## config.mk

```make
export PLATFORM = sky130hd
export DESIGN_NAME = packet_tx_top
export DESIGN_NICKNAME = d
export VERILOG_FILES = /design/src/packet_pkg.sv /design/src/send_desc_if.sv /design/src/desc_fifo.sv /design/src/frame_serializer.sv /design/src/max_count_gen.sv /design/src/packet_tx_top.sv /design/src/send_control.sv
export SDC_FILE = /design/constraint.sdc
export NUM_CORES = 1
export LEC_CHECK = 0
export BUFFER_PORTS_ARGS = -buffer_cell sky130_fd_sc_hd__buf_2
export CAP_MARGIN = 20
export CORE_UTILIZATION = 45
export DETAILED_ROUTE_END_ITERATION = 10
export SLEW_MARGIN = 15
export SYNTH_ARGS = -nofsm -noshare
export SYNTH_HDL_FRONTEND = slang
export SYNTH_SLANG_ARGS = --single-unit
```

## constraint.sdc

```tcl
create_clock -name clk125MHz -period 5 [get_ports clk125MHz]
set_input_delay 0.75 -clock clk125MHz [delete_from_list [all_inputs] [get_ports clk125MHz]]
set_output_delay 0.75 -clock clk125MHz [all_outputs]
set_load 0.1 [all_outputs]
```

## src/packet_pkg.sv

```systemverilog
/*
packet tx shared definitions: field widths, descriptor and header
layouts, switch word fields and their decode helpers
*/
`default_nettype none
package packet_pkg;

	localparam int seg_w = 16; // segment number
	localparam int txid_w = 8; // transmission id, 1..redundancy
	localparam int aux_w = 8;
	localparam int gap_w = 28; // send gap counter
	localparam int hdr_bytes = 4; // header length on the wire

	// one send request, scheduler -> fifo -> serializer
	typedef struct packed {
		logic [seg_w-1:0] segment_num;
		logic [txid_w-1:0] txid;
		logic [aux_w-1:0] aux;
	} send_desc_t;

	// same 32 bits, loaded as a descriptor, shifted out as bytes
	// bytes[0] is the msb, so seg high byte goes first
	typedef union packed {
		send_desc_t desc;
		logic [0:hdr_bytes-1][7:0] bytes;
	} frame_hdr_u;

	// dip switch word layout
	typedef struct packed {
		logic [1:0] fragment; // segments = 2 << fragment
		logic [1:0] redundancy; // copies = field + 1
		logic [3:0] speed; // gap = (speed + 1) * gap_unit
	} switch_cfg_t;

	// segments per round: 2, 4, 8 or 16
	function automatic logic [seg_w-1:0] seg_count(input logic [1:0] fragment);
		return seg_w'(2) << fragment;
	endfunction

	// copies of each segment per round, 1..4
	function automatic logic [txid_w-1:0] copy_count(input logic [1:0] redundancy);
		return txid_w'(redundancy) + 1'b1;
	endfunction

endpackage
`default_nettype wire

```

## src/send_desc_if.sv

```systemverilog
/*
descriptor link from scheduler to fifo
credit based, no ready: a spent credit guarantees a free entry
*/
`timescale 1ns/1ps
`default_nettype none
interface send_desc_if import packet_pkg::*; ();

	logic desc_valid; // one cycle per spent credit
	send_desc_t desc; // valid with desc_valid only
	logic credit_return; // pulse per entry leaving the fifo

	// scheduler side
	modport producer (
		output desc_valid,
		output desc,
		input credit_return
	);

	// fifo side
	modport buffer (
		input desc_valid,
		input desc,
		output credit_return
	);

endinterface
`default_nettype wire

```

## src/desc_fifo.sv

```systemverilog
/*
descriptor fifo between scheduler and serializer
returns one credit per entry read out
*/
`timescale 1ns/1ps
`default_nettype none
module desc_fifo import packet_pkg::*; #(
	parameter int fifo_depth = 4
) (
	input wire clk125MHz,
	input wire RST,
	send_desc_if.buffer desc_port,
	input wire pop, // only while fifo_nonempty
	output logic fifo_nonempty,
	output send_desc_t head
);

	localparam int ptr_w = (fifo_depth > 1) ? $clog2(fifo_depth) : 1;
	localparam int cnt_w = $clog2(fifo_depth + 1);

	send_desc_t mem [fifo_depth];
	logic [ptr_w-1:0] wr_ptr;
	logic [ptr_w-1:0] rd_ptr;
	logic [cnt_w-1:0] occupancy;
	logic push;

	// wraps at any depth, not just powers of two
	function automatic logic [ptr_w-1:0] ptr_inc(input logic [ptr_w-1:0] p);
		if (p == ptr_w'(fifo_depth - 1)) begin
			return '0;
		end
		return p + 1'b1;
	endfunction

	assign push = desc_port.desc_valid; // credits mean there is always room
	assign fifo_nonempty = (occupancy != '0);
	assign head = mem[rd_ptr]; // first-word fall through

	always_ff @(posedge clk125MHz) begin
		if (push) begin
			mem[wr_ptr] <= desc_port.desc;
		end
	end

	always_ff @(posedge clk125MHz) begin
		if (RST) begin
			wr_ptr <= '0;
			rd_ptr <= '0;
			occupancy <= '0;
			desc_port.credit_return <= 1'b0;
		end else begin
			if (push) wr_ptr <= ptr_inc(wr_ptr);
			if (pop) rd_ptr <= ptr_inc(rd_ptr);
			case ({push, pop})
				2'b10: occupancy <= occupancy + 1'b1;
				2'b01: occupancy <= occupancy - 1'b1;
				default: occupancy <= occupancy; // simultaneous push and pop
			endcase
			desc_port.credit_return <= pop; // one cycle after the read
		end
	end

endmodule
`default_nettype wire

```

## src/frame_serializer.sv

```systemverilog
/*
frame serializer: takes one descriptor per frame and sends the
4 header bytes then a synthetic payload under valid/ready
*/
`timescale 1ns/1ps
`default_nettype none
module frame_serializer import packet_pkg::*; #(
	parameter int payload_bytes = 8
) (
	input wire clk125MHz,
	input wire RST,
	input wire fifo_nonempty,
	input wire send_desc_t head,
	output logic pop,
	output logic [7:0] tx_data,
	output logic tx_valid,
	output logic tx_last,
	input wire tx_ready
);

	localparam int frame_len = hdr_bytes + payload_bytes;
	localparam int idx_w = $clog2(frame_len);
	localparam logic [idx_w-1:0] last_idx = idx_w'(frame_len - 1);
	localparam logic [idx_w-1:0] pay_start = idx_w'(hdr_bytes);

	frame_hdr_u hdr_q; // loaded as desc, read out as bytes
	logic [idx_w-1:0] byte_idx; // byte on tx_data right now
	logic [7:0] pay_k; // payload byte number
	logic accept;

	assign accept = tx_valid && tx_ready;
	assign tx_last = tx_valid && (byte_idx == last_idx);

	// idle, or last byte leaving this cycle, so frames run back to back
	assign pop = fifo_nonempty && (!tx_valid || (accept && tx_last));

	assign pay_k = 8'(byte_idx - pay_start);

	// output byte from registers only, so it holds while stalled
	always_comb begin
		if (byte_idx < pay_start) begin
			tx_data = hdr_q.bytes[byte_idx[1:0]]; // seg hi, seg lo, txid, aux
		end else begin
			tx_data = hdr_q.desc.segment_num[7:0] + pay_k; // ramp from seg low byte
		end
	end

	always_ff @(posedge clk125MHz) begin
		if (pop) begin
			hdr_q.desc <= head;
		end
	end

	always_ff @(posedge clk125MHz) begin
		if (RST) begin
			tx_valid <= 1'b0;
			byte_idx <= '0;
		end else if (pop) begin
			tx_valid <= 1'b1; // first header byte next cycle
			byte_idx <= '0;
		end else if (accept) begin
			if (tx_last) begin
				tx_valid <= 1'b0; // nothing queued
			end else begin
				byte_idx <= byte_idx + 1'b1; // advance on transfer only
			end
		end
	end

endmodule
`default_nettype wire

```

## src/max_count_gen.sv

```systemverilog
/*
switch word decode: send gap in cycles, segments per round
and number of copies per segment
*/
`timescale 1ns/1ps
`default_nettype none
module max_count_gen import packet_pkg::*; #(
	parameter int gap_unit = 16 // cycles per speed step
) (
	input wire switch_cfg_t switches,
	output logic [gap_w-1:0] max_count, // timer compare value
	output logic [seg_w-1:0] segment_num_max, // segments per round
	output logic [txid_w-1:0] redundancy // highest txid
);

	logic [4:0] speed_steps; // 1..16

	// speed 0 still gives one unit of gap
	assign speed_steps = {1'b0, switches.speed} + 5'd1;

	// gap_unit is fixed at build time, so this folds to shifts and adds
	assign max_count = gap_w'(speed_steps * gap_w'(gap_unit));

	assign segment_num_max = seg_count(switches.fragment); // 2 << fragment
	assign redundancy = copy_count(switches.redundancy); // field + 1

endmodule
`default_nettype wire

```

## src/packet_tx_top.sv

```systemverilog
/*
paced redundant packet transmitter
scheduler -> descriptor fifo -> frame serializer
*/
`timescale 1ns/1ps
`default_nettype none
module packet_tx_top import packet_pkg::*; #(
	parameter int fifo_depth = 4, // also the scheduler's credits
	parameter int gap_unit = 16, // cycles per speed step
	parameter int payload_bytes = 8
) (
	input wire clk125MHz,
	input wire RST,
	input wire [7:0] switches, // [7:6] fragment, [5:4] redundancy, [3:0] speed
	output wire [7:0] tx_data,
	output wire tx_valid,
	output wire tx_last,
	input wire tx_ready
);

	send_desc_if desc_if ();

	// fifo head to serializer
	wire fifo_nonempty;
	wire send_desc_t head;
	wire pop;

	send_control #(
		.fifo_depth(fifo_depth),
		.gap_unit(gap_unit)
	) send_control_i (
		.clk125MHz(clk125MHz),
		.RST(RST),
		.switches(switches),
		.desc_port(desc_if.producer)
	);

	desc_fifo #(
		.fifo_depth(fifo_depth)
	) desc_fifo_i (
		.clk125MHz(clk125MHz),
		.RST(RST),
		.desc_port(desc_if.buffer),
		.pop(pop),
		.fifo_nonempty(fifo_nonempty),
		.head(head)
	);

	frame_serializer #(
		.payload_bytes(payload_bytes)
	) frame_serializer_i (
		.clk125MHz(clk125MHz),
		.RST(RST),
		.fifo_nonempty(fifo_nonempty),
		.head(head),
		.pop(pop),
		.tx_data(tx_data),
		.tx_valid(tx_valid),
		.tx_last(tx_last),
		.tx_ready(tx_ready)
	);

endmodule
`default_nettype wire

```

## src/send_control.sv

```systemverilog
/*
send scheduler: walks segment and txid over a round, paces
descriptors with a gap timer and spends fifo credits
*/
`timescale 1ns/1ps
`default_nettype none
module send_control import packet_pkg::*; #(
	parameter int fifo_depth = 4, // initial credits
	parameter int gap_unit = 16
) (
	input wire clk125MHz,
	input wire RST,
	input wire [7:0] switches, // [7:6] fragment, [5:4] redundancy, [3:0] speed
	send_desc_if.producer desc_port
);

	localparam int cred_w = $clog2(fifo_depth + 1);

	localparam logic st_load = 1'b0; // take switch config, restart walk
	localparam logic st_run = 1'b1; // pace and issue

	// live decode of the switches
	logic [gap_w-1:0] max_count;
	logic [seg_w-1:0] segment_num_max;
	logic [txid_w-1:0] redundancy;

	// config held for a whole round
	logic [gap_w-1:0] max_count_q;
	logic [seg_w-1:0] seg_max_q;
	logic [txid_w-1:0] red_q;

	logic state;
	logic [gap_w-1:0] gap_cnt;
	logic [cred_w-1:0] credits; // free fifo entries as seen from here
	logic [seg_w-1:0] segment_num;
	logic [txid_w-1:0] txid;
	logic [aux_w-1:0] aux_base; // advances by seg count per round

	logic has_credit;
	logic timer_done;
	logic issue;
	logic last_seg;
	logic last_txid;

	max_count_gen #(
		.gap_unit(gap_unit)
	) max_count_gen_i (
		.switches(switch_cfg_t'(switches)),
		.max_count(max_count),
		.segment_num_max(segment_num_max),
		.redundancy(redundancy)
	);

	assign has_credit = (credits != '0);
	assign timer_done = (gap_cnt >= max_count_q); // >= covers a smaller gap after reload
	assign issue = (state == st_run) && timer_done && has_credit;
	assign last_seg = (segment_num == seg_max_q - 1'b1);
	assign last_txid = (txid == red_q);

	// descriptor straight from the walk registers
	assign desc_port.desc_valid = issue;
	assign desc_port.desc = '{
		segment_num: segment_num,
		txid: txid,
		aux: aux_base + segment_num[aux_w-1:0] // wraps at 8 bits
	};

	// gap timer, frozen without credits
	always_ff @(posedge clk125MHz) begin
		if (RST) begin
			gap_cnt <= '0;
		end else if (issue) begin
			gap_cnt <= '0;
		end else if (state == st_run && has_credit && !timer_done) begin
			gap_cnt <= gap_cnt + 1'b1;
		end
	end

	// credit counter
	always_ff @(posedge clk125MHz) begin
		if (RST) begin
			credits <= cred_w'(fifo_depth); // fifo starts empty
		end else begin
			case ({desc_port.credit_return, issue})
				2'b10: credits <= credits + 1'b1;
				2'b01: credits <= credits - 1'b1;
				default: credits <= credits; // both or neither
			endcase
		end
	end

	// segment / txid walk
	always_ff @(posedge clk125MHz) begin
		if (RST) begin
			state <= st_load;
			segment_num <= '0;
			txid <= txid_w'(1);
			aux_base <= '0;
			max_count_q <= '0;
			seg_max_q <= '0;
			red_q <= '0;
		end else begin
			case (state)
				st_load: begin
					// switches only take effect here
					max_count_q <= max_count;
					seg_max_q <= segment_num_max;
					red_q <= redundancy;
					segment_num <= '0;
					txid <= txid_w'(1);
					state <= st_run;
				end
				st_run: begin
					if (issue) begin
						if (!last_seg) begin
							segment_num <= segment_num + 1'b1;
						end else begin
							segment_num <= '0; // next copy or next round
							if (!last_txid) begin
								txid <= txid + 1'b1;
							end else begin
								// round done
								aux_base <= aux_base + seg_max_q[aux_w-1:0];
								state <= st_load;
							end
						end
					end
				end
			endcase
		end
	end

endmodule
`default_nettype wire

```

==> metrics.md, run 1 <==
| Metric | Value |
|---|---|
| Data required time at the worst endpoint | `4.25 ns` |
| Count of input and output buffers | `20` |
| Largest family of logic cells by synthesized area | `simple AND/OR/NAND/NOR gates` |
| Instance count along the most critical hold path | `1` |
| Critical path's slowest cell | `dfxtp_1` |
| Depth of the worst register-to-register path | `14` |
| Placement Setup Slack | `1.21 ns` |
| Post-synth net total | `between 800 and 900` |
| CTS clock-pin slew for the worst setup and hold paths | `roughly 0.060 ns` |
| Cell at the root of the clock tree | `clkbuf_16` |
| CTS buffer count | `26` |
| Launch instance of the worst register-to-register path | `send_control_i.max_count_q[8]$_SDFFE_PP0N_` |
| Final critical-path share of the clock period | `83.7%` |
| Class of the tightest hold or removal check | `flip-flop to flip-flop` |
| Reported max-cap violation count | `0` |
| Cell repeated most along the worst path | `o21ai_0` |
| Maximum fanout encountered on the critical timing path | `13` |
| Cell Chain, Critical Path | `ha_1, inv_1, fa_1, nor2b_1, o21ai_0, a21boi_0, o21ai_0, nor3b_1, o31ai_1, buf_2` |
| Part of the power in the clock network | `33.6%` |
| # hold bufs at CTS | `0` |
| Cell variety after synth | `54` |
| Crit start category | `flip-flop` |
| Total negative slack for setup checks | `0 ns` |
| Data arrival, critical path | `3.43 ns` |
| H-tree depth reported by CTS | `1` |
| Cell taking the most area after synthesis | `edfxtp_1` |
| Number of antenna violations at the first check in global routing | `0` |
| Number of rows created at floorplan | `55` |
| Total die area | `24300 um2` |
| Clock sinks | `roughly 240` |
| Core area | `22900 um2` |
| Count of buffers added by post-CTS timing repair for setup | `0` |
| Endpoint with the worst hold slack | `send_control_i.gap_cnt[24]$_SDFFE_PP0P_` |
| Commonest non-fill, non-tap cell in the layout | `edfxtp_1` |
| # diodes | `0` |
| Fraction of synthesized cell area in xor and xnor cells | `2.88%` |
| Post-synthesis cell count | `806` |
| Effective utilization at floorplan | `46.4%` |
| Slew at the pin closest to its max-slew limit | `1.05 ns` |
| Switching share of total power | `between 20% and 30%` |
| Combined global-route utilization of all metal layers | `18.2%` |
| Pwr dens | `476 nW/um2` |
| Final #Nets | `890` |
| Vertical extent of the die | `156 um` |
| Number of resized instances in the post-cts repair step | `0` |
| GRT Residual Overflow | `0` |
| Weighted congestion reported at the end of routability-driven placement | `0.837` |
| Largest cells by area after synthesis | `edfxtp_1 (44%), dfxtp_1 (17%), mux4_2 (8.0%)` |
| Area of the mapped netlist | `10600 um2` |
| Highest routed layer | `met4` |
| Critical Setup Path Class | `flip-flop to primary output` |
| First-pass iteration count of the detailed router | `7` |
| Static leakage power | `4.20 nW` |
| Antenna-violating nets left | `0` |
| Setup Viol. Count Final | `0` |
| Final worst clock skew | `0.0109 ns` |
| Internal cell power | `4.02 mW` |
| Clock period minus final worst setup slack | `4.18 ns` |
| Maximum number of pins on one net before global-route repair | `36` |
| Max_slew headroom | `between 20% and 30%` |
| Post-detailed-route DRC marker count | `0` |
| Peak clock frequency supported by timing | `239 MHz` |
| Share of layout cells above drive strength 1 | `14.5%` |
| Drt initial violations | `roughly 480` |
| Most frequent cells in the layout | `edfxtp_1 (155), dfxtp_1 (86), nor2_1 (59), a21oi_1 (46), ha_1 (40)` |
| Simple logic cell fraction of the synthesized area | `12.5%` |
| CP peak stage delay | `0.73 ns` |
| Unrepaired setup endpoints after global routing | `no` |
| Worst-Skew Late Latency | `around 0.52 ns` |
| Bufs and invs on worst path | `2` |
| Number of global-route vias before repair | `6528` |
| Routed via count | `6362` |
| Die Width | `156 um` |
| Number of storage elements in the synthesis netlist | `around 240` |
| Detail Placement HPWL | `14300 um` |
| Net load switching power | `1.69 mW` |
| TritonCTS clock tree | `built` |
| Met3 routed wirelength | `~770 um` |
| Via-per-instance ratio | `5.45` |
| Mux contribution to synthesized area | `10.2%` |
| M1 WL | `between 9000 and 10000 um` |
| Adder-cell share of the synthesized area | `5.46%` |
| Element type at the critical path end | `primary output` |
| Clock Tree Buf Depth | `3` |
| Final Worst Setup Slack | `0.816 ns` |
| Largest vdd supply drop | `0.357 mV` |
| Share of total power in combinational logic | `21.4%` |
| Hold path startpoint | `send_control_i.gap_cnt[24]$_SDFFE_PP0P_` |
| Wire length of the first global-routing pass | `approximately 34000 um` |
| Detailed-routed wire length on met2 | `10600 um` |
| Sequential group share of total power | `between 40% and 50%` |
| Synth Flop Type | `edfxtp_1` |
| Post-synthesis compound-gate area fraction | `6.26%` |
| Register-to-register setup slack | `about 1.2 ns` |
| EDFF count, synth | `155` |
| Routed Wire Length | `21300 um` |
| Status | `finished, final reports clean` |
| Hold violation count in the final report | `0` |
| Yosys top cell area share | `about 44%` |
| Endpoint of the worst register-to-register path | `send_control_i.credits[2]$_SDFFE_PP1P_` |
| Post-synthesis average cell area | `13.2 um2` |
| Worst path top cell family by delay | `flip-flops` |
| Total count of max-transition violations in the final report | `0` |
| Synthesis-to-layout area growth | `12.7%` |
| Top-Level Pins | `21` |
| Asr flop ratio synth | `0%` |
| WL/cell | `18.3 um` |
| Portion of the post-synthesis area used by sequential elements | `between 60 and 70%` |
| Number of synthesis warnings | `0` |
[final cells by class]
cell class                      count  area [um2]
Clock buffer                       38         767
Clock inverter                     10         109
Fill cell                        1911       10900
Inverter                           37         139
Multi-Input combinational cell    496        3980
Sequential cell                   243        6420
Tap cell                          313         392
Timing Repair Buffer               31         183
[cells in the mapped netlist, drive strengths merged, types with 17 or more instances]
master,count
nand2,39
xor2,17
inv,37
mux4,38
ha,40
and2,26
o21ai,23
clkbuf,17
a21oi,47
edfxtp,155
mux2i,19
xnor2,18
nor2,59
nand3,29
dfxtp,88
[worst register-to-register path: cells and delay by family, from the launching register on]
kind	cells	cell delay, ns
and+or+nand+nor	3	0.90
adders and majority gates	3	0.89
AOI/OAI and AO/OA	3	0.78
buffers and inverters	4	0.62
DFF	1	0.34
xor gates and xnor gates	1	0.16
[power groups by stage]
stage	clock, mW	combinational [mW]	sequential, mW
after floorplan	0	0.980	2.54
after global placement	0	1.20	2.61
after detailed placement	0	1.23	2.62
after CTS	1.97	1.24	2.58
after global routing	2.04	1.33	2.59
final	1.92	1.22	2.57
[per-stage QoR]
stage               utilization (%)  total power [mW]  hold slack [ns]  area, um2  instances
floorplan                         -              3.52            0.430      10600        806
global placement               48.5              3.81            0.444      11100       1120
detailed placement             48.5              3.85            0.446      11100       1120
CTS                            52.3              5.78            0.462      12000       1168
global route                   52.3              5.97            0.475      12000       1168
finish                         52.3              5.71            0.458      12000       1168
[worst max path at each step]
stage | end | slack [ns] | start | cells after the start
2_1_floorplan | tx_data[6] | 0.10 | frame_serializer_i.byte_idx[1]$_SDFFE_PP0P_ | 9
3_3_place_gp | send_control_i.credits[2]$_SDFFE_PP1P_ | 1.41 | send_control_i.max_count_q[8]$_SDFFE_PP0N_ | 14
3_5_place_dp | send_control_i.credits[2]$_SDFFE_PP1P_ | 1.21 | send_control_i.max_count_q[8]$_SDFFE_PP0N_ | 14
4_1_cts | tx_data[6] | 0.75 | frame_serializer_i.byte_idx[0]$_SDFFE_PP0P_ | 10
5_1_grt | tx_data[6] | 0.59 | frame_serializer_i.byte_idx[0]$_SDFFE_PP0P_ | 10
6_report | tx_data[6] | 0.82 | frame_serializer_i.byte_idx[0]$_SDFFE_PP0P_ | 10
[per-layer routing]
metal  track usage (%)  up-vias
li1                  -     3083
met1              23.1     3140
met2              32.3      114
met3              2.47       25
met4              5.51        0
met5                 0        -
[flip-flops by register name, indices dropped and copies added (netlist names), 5 cells and up]
signal,count
desc_fifo_i.mem,124
frame_serializer_i.hdr_q,31
send_control_i.max_count_q,5
send_control_i.aux_base,7
send_control_i.segment_num,16
send_control_i.gap_cnt,28
send_control_i.txid,8
[cell families after synthesis]
logic type,Yosys count
AO/OA/AOI/OAI,108
XOR/XNOR,35
adder cells (fa/ha/maj),44
buffers and inverters,67
flip-flops,243
multiplexers,60
AND/OR/NAND/NOR,249
No activity file was read; power rests on OpenSTA's default activity.
==> inputs of run 2 (changes only) <==
- clock period: 5 -> 3.5 ns (I/O delays scaled with it)
==> run 2 against run 1 <==
Against the previous run:
- die area stayed put
- critical path type unchanged
- largest power group unchanged
- non-clock buffer count is 14 higher
- global-route usage is 0.23 points lower
==> metrics.md, run 2 (same netlist as run 1, synthesis figures left out) <==
| Metric | Value |
|---|---|
| Register with the most flip-flops | `desc_fifo_i.mem` |
| Class of the tightest hold or removal check | `input pin to flip-flop` |
| Status | `finished, final reports clean` |
| Total count of max-transition violations in the final report | `0 (unchanged)` |
| Total stage count of the critical path | `10 (unchanged)` |
| Launch instance of the worst register-to-register path | `send_control_i.gap_cnt[7]$_SDFFE_PP0P_` |
| CTS buffer count | `26 (unchanged)` |
| Cell repeated most along the worst path | `o21ai_0` |
| Unrepaired setup endpoints after global routing | `yes` |
| Top-Level Pins | `21 (unchanged)` |
| Placement Setup Slack | `0.407 ns (-0.804 ns)` |
| Total negative slack for setup checks | `0 ns (unchanged)` |
| Worst-Skew Late Latency | `0.52 ns (about the same)` |
| Post-detailed-route DRC marker count | `0 (unchanged)` |
| H-tree depth reported by CTS | `1 (unchanged)` |
| Capturing instance or port of the critical path | `tx_data[6]` |
| Vertical extent of the die | `156 um (unchanged)` |
| Slew at the pin closest to its max-slew limit | `0.958 ns (-0.0937 ns)` |
| Pwr dens | `679 nW/um2 (+43%)` |
| CP peak stage delay | `0.40 ns (-0.33 ns)` |
| Maximum fanout encountered on the critical timing path | `2 (-11)` |
| Peak clock frequency supported by timing | `296 MHz` |
| WL/cell | `17.6 um (-3.5%)` |
| Bufs and invs on worst path | `2 (unchanged)` |
| Number of global-route vias before repair | `6565 (+0.57%)` |
| Effective utilization at floorplan | `46.4% (unchanged)` |
| CTS clock-pin slew for the worst setup and hold paths | `0.06 ns (about the same)` |
| Hold violation count in the final report | `0 (unchanged)` |
| Number of rows created at floorplan | `55 (unchanged)` |
| Maximum number of pins on one net before global-route repair | `36 (unchanged)` |
| GRT Residual Overflow | `0 (unchanged)` |
| Area after DPL | `11200 um2 (+1.2%)` |
| Largest vdd supply drop | `0.387 mV (+8.2%)` |
| Largest registers | `desc_fifo_i.mem x124, frame_serializer_i.hdr_q x31, send_control_i.gap_cnt x28` |
| # diodes | `0 (unchanged)` |
| Antenna-violating nets left | `0 (unchanged)` |
| Reported max-cap violation count | `0 (unchanged)` |
| Number of flip-flops in the largest register | `124 (unchanged)` |
| Detail Placement HPWL | `14200 um (-0.56%)` |
| Die Width | `156 um (unchanged)` |
| Weighted congestion reported at the end of routability-driven placement | `0.786 (-6.0%)` |
| Most frequent cells in the layout | `edfxtp_1 (155), dfxtp_1 (85), nor2_1 (59), a21oi_1 (46)` |
| Depth of the worst register-to-register path | `12 (-2)` |
| Share of layout cells above drive strength 1 | `16.5% (+2.0 points)` |
| Via-per-instance ratio | `5.47 (+0.48%)` |
| Worst setup path startpoint | `frame_serializer_i.hdr_q[0]$_DFFE_PP_` |
| Data required time at the worst endpoint | `2.97 ns (-1.28 ns)` |
| Count of input and output buffers | `20 (unchanged)` |
| Routed Wire Length | `20800 um (-2.3%)` |
| Final Instance Area | `12100 um2 (+1.3%)` |
| Clock period minus final worst setup slack | `3.38 ns` |
| Final critical-path share of the clock period | `a little over nine tenths` |
| Clock Tree Buf Depth | `3 (unchanged)` |
| Synthesis-to-layout area growth | `14.1%` |
| Commonest non-fill, non-tap cell in the layout | `edfxtp_1` |
| Worst path top cell family by delay | `compound AO/OA/AOI/OAI gates` |
| Final worst clock skew | `0.0100 ns (-0.000863 ns)` |
| Critical path's slowest cell | `fa_1` |
| Number of antenna violations at the first check in global routing | `0 (unchanged)` |
| TritonCTS clock tree | `built` |
| Total die area | `24300 um2 (unchanged)` |
| Wire length of the first global-routing pass | `34000 um (-0.63%)` |
| Final Worst Setup Slack | `0.123 ns (-0.693 ns)` |
| Drt initial violations | `529 (+11%)` |
| First-pass iteration count of the detailed router | `5 (-2)` |
| Data arrival, critical path | `2.85 ns (-0.58 ns)` |
| Design Power | `8.24 mW (+44%)` |
| Max_slew headroom | `35.6% (+6.2 points)` |
| Core area | `22900 um2 (unchanged)` |
| Cell Chain, Critical Path | `ha_1, inv_1, fa_1, nor2b_1, o21ai_0, a21boi_1, o21ai_0, nor3b_1, o31ai_2, buf_12` |
| Register-to-register setup slack | `0.43 ns (-0.77 ns)` |
| Routed via count | `6469 (+1.7%)` |
| Endpoint of the worst register-to-register path | `send_control_i.credits[2]$_SDFFE_PP1P_` |
| Utilization after layout | `53.0% (+0.66 points)` |
| Static leakage power | `4.29 nW (+2.1%)` |
| Final #Nets | `904 (+1.6%)` |
| Crit start category | `flip-flop` |
| Critical Setup Path Class | `flip-flop to primary output` |
| Cell at the root of the clock tree | `clkbuf_16` |
| Combined global-route utilization of all metal layers | `18.0% (-0.23 points)` |
| Count of buffers added by post-CTS timing repair for setup | `0 (unchanged)` |
| Setup Viol. Count Final | `0 (unchanged)` |
| Clock sinks | `243 (unchanged)` |
| Element type at the critical path end | `primary output` |
[run 2: changes by cell type in the layout (fill, tap and decap cells not counted), moves of 2 or more]
cell,previous run,this run
clkinv_1,0,2
clkinv_2,5,9
buf_4,11,25
buf_2,20,18
o31ai_2,0,2
o21ai_1,1,5
clkbuf_1,6,3
clkbuf_8,5,0
o31ai_1,7,5
o21ai_0,22,18
bufinv_16,2,4
[run 2: through the flow]
stage	hold slack, ns	cells
after floorplan	0.430	806
after global placement	0.444	1134
after detailed placement	0.448	1134
after CTS	0.299	1182
after global routing	0.338	1182
final	0.306	1182
[run 2: worst reg2reg max path, delay by kind of cell, from the launching register on]
| family | cells | cell delay, ns |
|---|---|---|
| xor+xnor | 1 | 0.16 |
| simple gates | 4 | 1.07 |
| flops | 1 | 0.34 |
| compound gates | 2 | 0.29 |
| buf+inv | 2 | 0.18 |
| fa+ha+maj | 3 | 0.89 |
[run 2: worst min path at each step]
stage / from / slack [ns] / endpoint / depth (start not counted)
5_1_grt: switches[7] / 0.34 / send_control_i.seg_max_q[3]$_SDFFE_PP0N_ / 3
4_1_cts: switches[7] / 0.30 / send_control_i.seg_max_q[3]$_SDFFE_PP0N_ / 3
3_5_place_dp: send_control_i.gap_cnt[14]$_SDFFE_PP0P_ / 0.45 / send_control_i.gap_cnt[14]$_SDFFE_PP0P_ / 1
6_report: switches[7] / 0.31 / send_control_i.seg_max_q[3]$_SDFFE_PP0N_ / 3
2_1_floorplan: send_control_i.gap_cnt[13]$_SDFFE_PP0P_ / 0.43 / send_control_i.gap_cnt[13]$_SDFFE_PP0P_ / 1
3_3_place_gp: send_control_i.gap_cnt[13]$_SDFFE_PP0P_ / 0.44 / send_control_i.gap_cnt[13]$_SDFFE_PP0P_ / 1
[run 2: repair_timing]
action,in CTS,in global routing
hold buffers,0,0
setup endpoints to repair,1,2
gates resized for setup,1,5
gates cloned,0,0
[run 2: area by class of cell]
type / count / area (um2)
clock buffer: 30 / 687
clock inverter: 18 / 199
fill: 1896 / 10800
inverter: 37 / 139
multi-input combinational: 496 / 3990
sequential: 243 / 6420
tap: 313 / 392
timing repair buffer: 45 / 309
[run 2: power breakdown]
part	total, mW	switching, mW	internal [mW]
Sequential	3.68	0.234	3.45
Combinational	1.77	1.10	0.670
Clock	2.79	1.08	1.71
[run 2: metal layers]
metal	part of all wire (%)	GRT usage, %	up-vias
li1	-	-	3106
met1	45	23.6	3163
met5	0	0	-
met4	1.9	5.28	0
met2	48	31.0	163
met3	4.9	2.39	37
==> inputs of run 3 (changes only) <==
- CORE_ASPECT_RATIO: unset -> 1.1
==> run 3 against run 2 <==
Against the previous run:
- hold slack better by 0.0016 ns
- power is 1.1% lower
- worst setup slack better by 0.0033 ns
- clock power is 4% lower
- design area is 0.56% lower
- core utilization is 0.50 points lower
- clock skew is 0.013 ns higher
- register-to-register slack worse by 0.04 ns
- global-route usage is 0.24 points higher
- count of clock-buffer cells in the layout is 6 higher
- cell count is 1.4% lower
==> metrics.md, run 3 (same netlist as run 1, synthesis figures left out) <==
| Metric | Value |
|---|---|
| Number of rows created at floorplan | `58 (+5.5%)` |
| Clock sinks | `243 (unchanged)` |
| Post-detailed-route DRC marker count | `0 (unchanged)` |
| Final critical-path share of the clock period | `96.4% (about the same)` |
| Number of antenna violations at the first check in global routing | `0 (unchanged)` |
| Count of buffers added by post-CTS timing repair for setup | `0 (unchanged)` |
| First-pass iteration count of the detailed router | `5 (unchanged)` |
| Routed via count | `6481 (+0.19%)` |
| Element type at the critical path end | `primary output` |
| Final worst clock skew | `0.0233 ns (+0.0132 ns)` |
| Antenna-violating nets left | `0 (unchanged)` |
| # hold bufs at CTS | `0 (unchanged)` |
| # diodes | `0 (unchanged)` |
| Number of resized instances in the post-cts repair step | `0 (-1)` |
| GRT Residual Overflow | `0 (unchanged)` |
| Crit start category | `flip-flop` |
| CP peak stage delay | `0.40 ns (about the same)` |
| Detail Placement HPWL | `14600 um (+2.3%)` |
| Effective utilization at floorplan | `46.2% (-0.18 points)` |
| Critical path's slowest cell | `fa_1` |
| Critical Setup Path Class | `flip-flop to primary output` |
| Max_slew headroom | `24.8% (-11 points)` |
| Slew at the pin closest to its max-slew limit | `1.12 ns (+0.160 ns)` |
| Reported max-cap violation count | `0 (unchanged)` |
| Register-to-register setup slack | `0.39 ns (-0.04 ns)` |
| Clock Tree Buf Depth | `3 (unchanged)` |
| Number of global-route vias before repair | `6609 (+0.67%)` |
| Largest registers | `desc_fifo_i.mem x124, frame_serializer_i.hdr_q x31, send_control_i.gap_cnt x28` |
| Cell Chain, Critical Path | `ha_1, inv_1, fa_1, nor2b_1, o21ai_0, a21boi_0, o21ai_0, nor3b_1, o31ai_2, buf_12` |
| Weighted congestion reported at the end of routability-driven placement | `0.880 (+12%)` |
| Commonest non-fill, non-tap cell in the layout | `edfxtp_1` |
| Die Width | `149 um (-4.6%)` |
| Wire length of the first global-routing pass | `34500 um (+1.5%)` |
| Drt initial violations | `459 (-13%)` |
| Maximum number of pins on one net before global-route repair | `42 (+17%)` |
| Number of flip-flops in the largest register | `124 (unchanged)` |
| Status | `finished, final reports clean` |
| Data arrival, critical path | `2.85 ns (about the same)` |
| TritonCTS clock tree | `built` |
| Total die area | `24300 um2 (about the same)` |
| Routed Wire Length | `21300 um (+2.2%)` |
| Cell at the root of the clock tree | `clkbuf_16` |
| Register with the most flip-flops | `desc_fifo_i.mem` |
| CTS buffer count | `25 (-3.8%)` |
| Core area | `23000 um2 (+0.39%)` |
| Via-per-instance ratio | `5.56 (+1.6%)` |
| Final #Nets | `902 (-0.22%)` |
| Most frequent cells in the layout | `edfxtp_1 (155), dfxtp_1 (86), nor2_1 (59), a21oi_1 (46)` |
| Clock period minus final worst setup slack | `3.37 ns (-0.00333 ns)` |
| Combined global-route utilization of all metal layers | `18.2% (+0.24 points)` |
| Static leakage power | `4.25 nW (-0.91%)` |
| Synthesis-to-layout area growth | `13.5%` |
| Hold violation count in the final report | `0 (unchanged)` |
| Largest vdd supply drop | `0.400 mV (+3.3%)` |
| Pwr dens | `676 nW/um2 (-0.53%)` |
| Vertical extent of the die | `163 um (+4.8%)` |
| Total count of max-transition violations in the final report | `0 (unchanged)` |
| Peak clock frequency supported by timing | `296 MHz (about the same)` |
| WL/cell | `18.3 um (+3.7%)` |
| Count of input and output buffers | `20 (unchanged)` |
| Maximum fanout encountered on the critical timing path | `2 (unchanged)` |
| CTS clock-pin slew for the worst setup and hold paths | `0.06 ns (about the same)` |
| Cell repeated most along the worst path | `o21ai_0` |
| Total negative slack for setup checks | `0 ns (unchanged)` |
| Data required time at the worst endpoint | `2.97 ns (about the same)` |
| Setup Viol. Count Final | `0 (unchanged)` |
| Share of layout cells above drive strength 1 | `15.4% (-1.1 points)` |
| Final worst hold slack | `0.307 ns (+0.00159 ns)` |
| H-tree depth reported by CTS | `1 (unchanged)` |
| Unrepaired setup endpoints after global routing | `no` |
| Class of the tightest hold or removal check | `input pin to flip-flop` |
| Top-Level Pins | `21 (unchanged)` |
| Worst-Skew Late Latency | `0.52 ns (about the same)` |
-- run 3: changes by cell type in the layout (fill, tap and decap cells not counted), sizes merged --
cell	previous run	this run
buf	45	44
clkbuf	30	36
inv	38	37
clkinv	13	6
bufinv	4	3
-- run 3: layer usage --
layer | share of wire [%] | vias to the layer above | track usage (%)
met2 | 51 | 137 | 32.5
met4 | 2.1 | 0 | 5.72
li1 | - | 3106 | -
met3 | 3.9 | 36 | 2.29
met5 | 0 | - | 0
met1 | 43 | 3202 | 22.8
-- run 3: critical path, delay by kind of cell (launching register included) --
family | cells | cell delay (ns)
compound gates | 4 | 0.82
fa+ha+maj | 2 | 0.59
flops | 1 | 0.35
simple gates | 2 | 0.30
buf+inv | 2 | 0.28
-- run 3: stage by stage --
step	std cells	utilization (%)	area (um2)	total power [mW]	worst slack, ns
after floorplan	806	-	10600	5.04	-0.361
after global placement	1120	48.8	11200	5.50	0.602
after detailed placement	1120	48.8	11200	5.56	0.451
after CTS	1165	52.4	12100	8.24	0.0408
after global routing	1165	52.5	12100	8.50	0.00621
final	1165	52.5	12100	8.15	0.126
-- run 3: path summary, 6_finish.rpt --
check | startpoint | endpoint | cells past startpoint
max | frame_serializer_i.hdr_q[0]$_DFFE_PP_ | tx_data[6] | 10
min | switches[7] | send_control_i.seg_max_q[3]$_SDFFE_PP0N_ | 3
max reg2reg | send_control_i.seg_max_q[1]$_SDFFE_PP0N_ | send_control_i.txid[5]$_SDFFE_PP0P_ | 8
min reg2reg | send_control_i.gap_cnt[24]$_SDFFE_PP0P_ | send_control_i.gap_cnt[24]$_SDFFE_PP0P_ | 1
-- run 3: cell type report --
cell class | instances | area [um2]
inverter | 37 | 139
sequential | 243 | 6420
multi-input combinational | 496 | 3990
clock inverter | 9 | 116
tap | 300 | 375
fill | 1916 | 10900
timing repair buffer | 44 | 310
clock buffer | 36 | 718
-- run 3: report_power, final --
| group | internal (mW) | switching [mW] | total, mW |
|---|---|---|---|
| clock network | 1.64 | 1.05 | 2.68 |
| registers | 3.45 | 0.243 | 3.69 |
| logic | 0.671 | 1.11 | 1.78 |
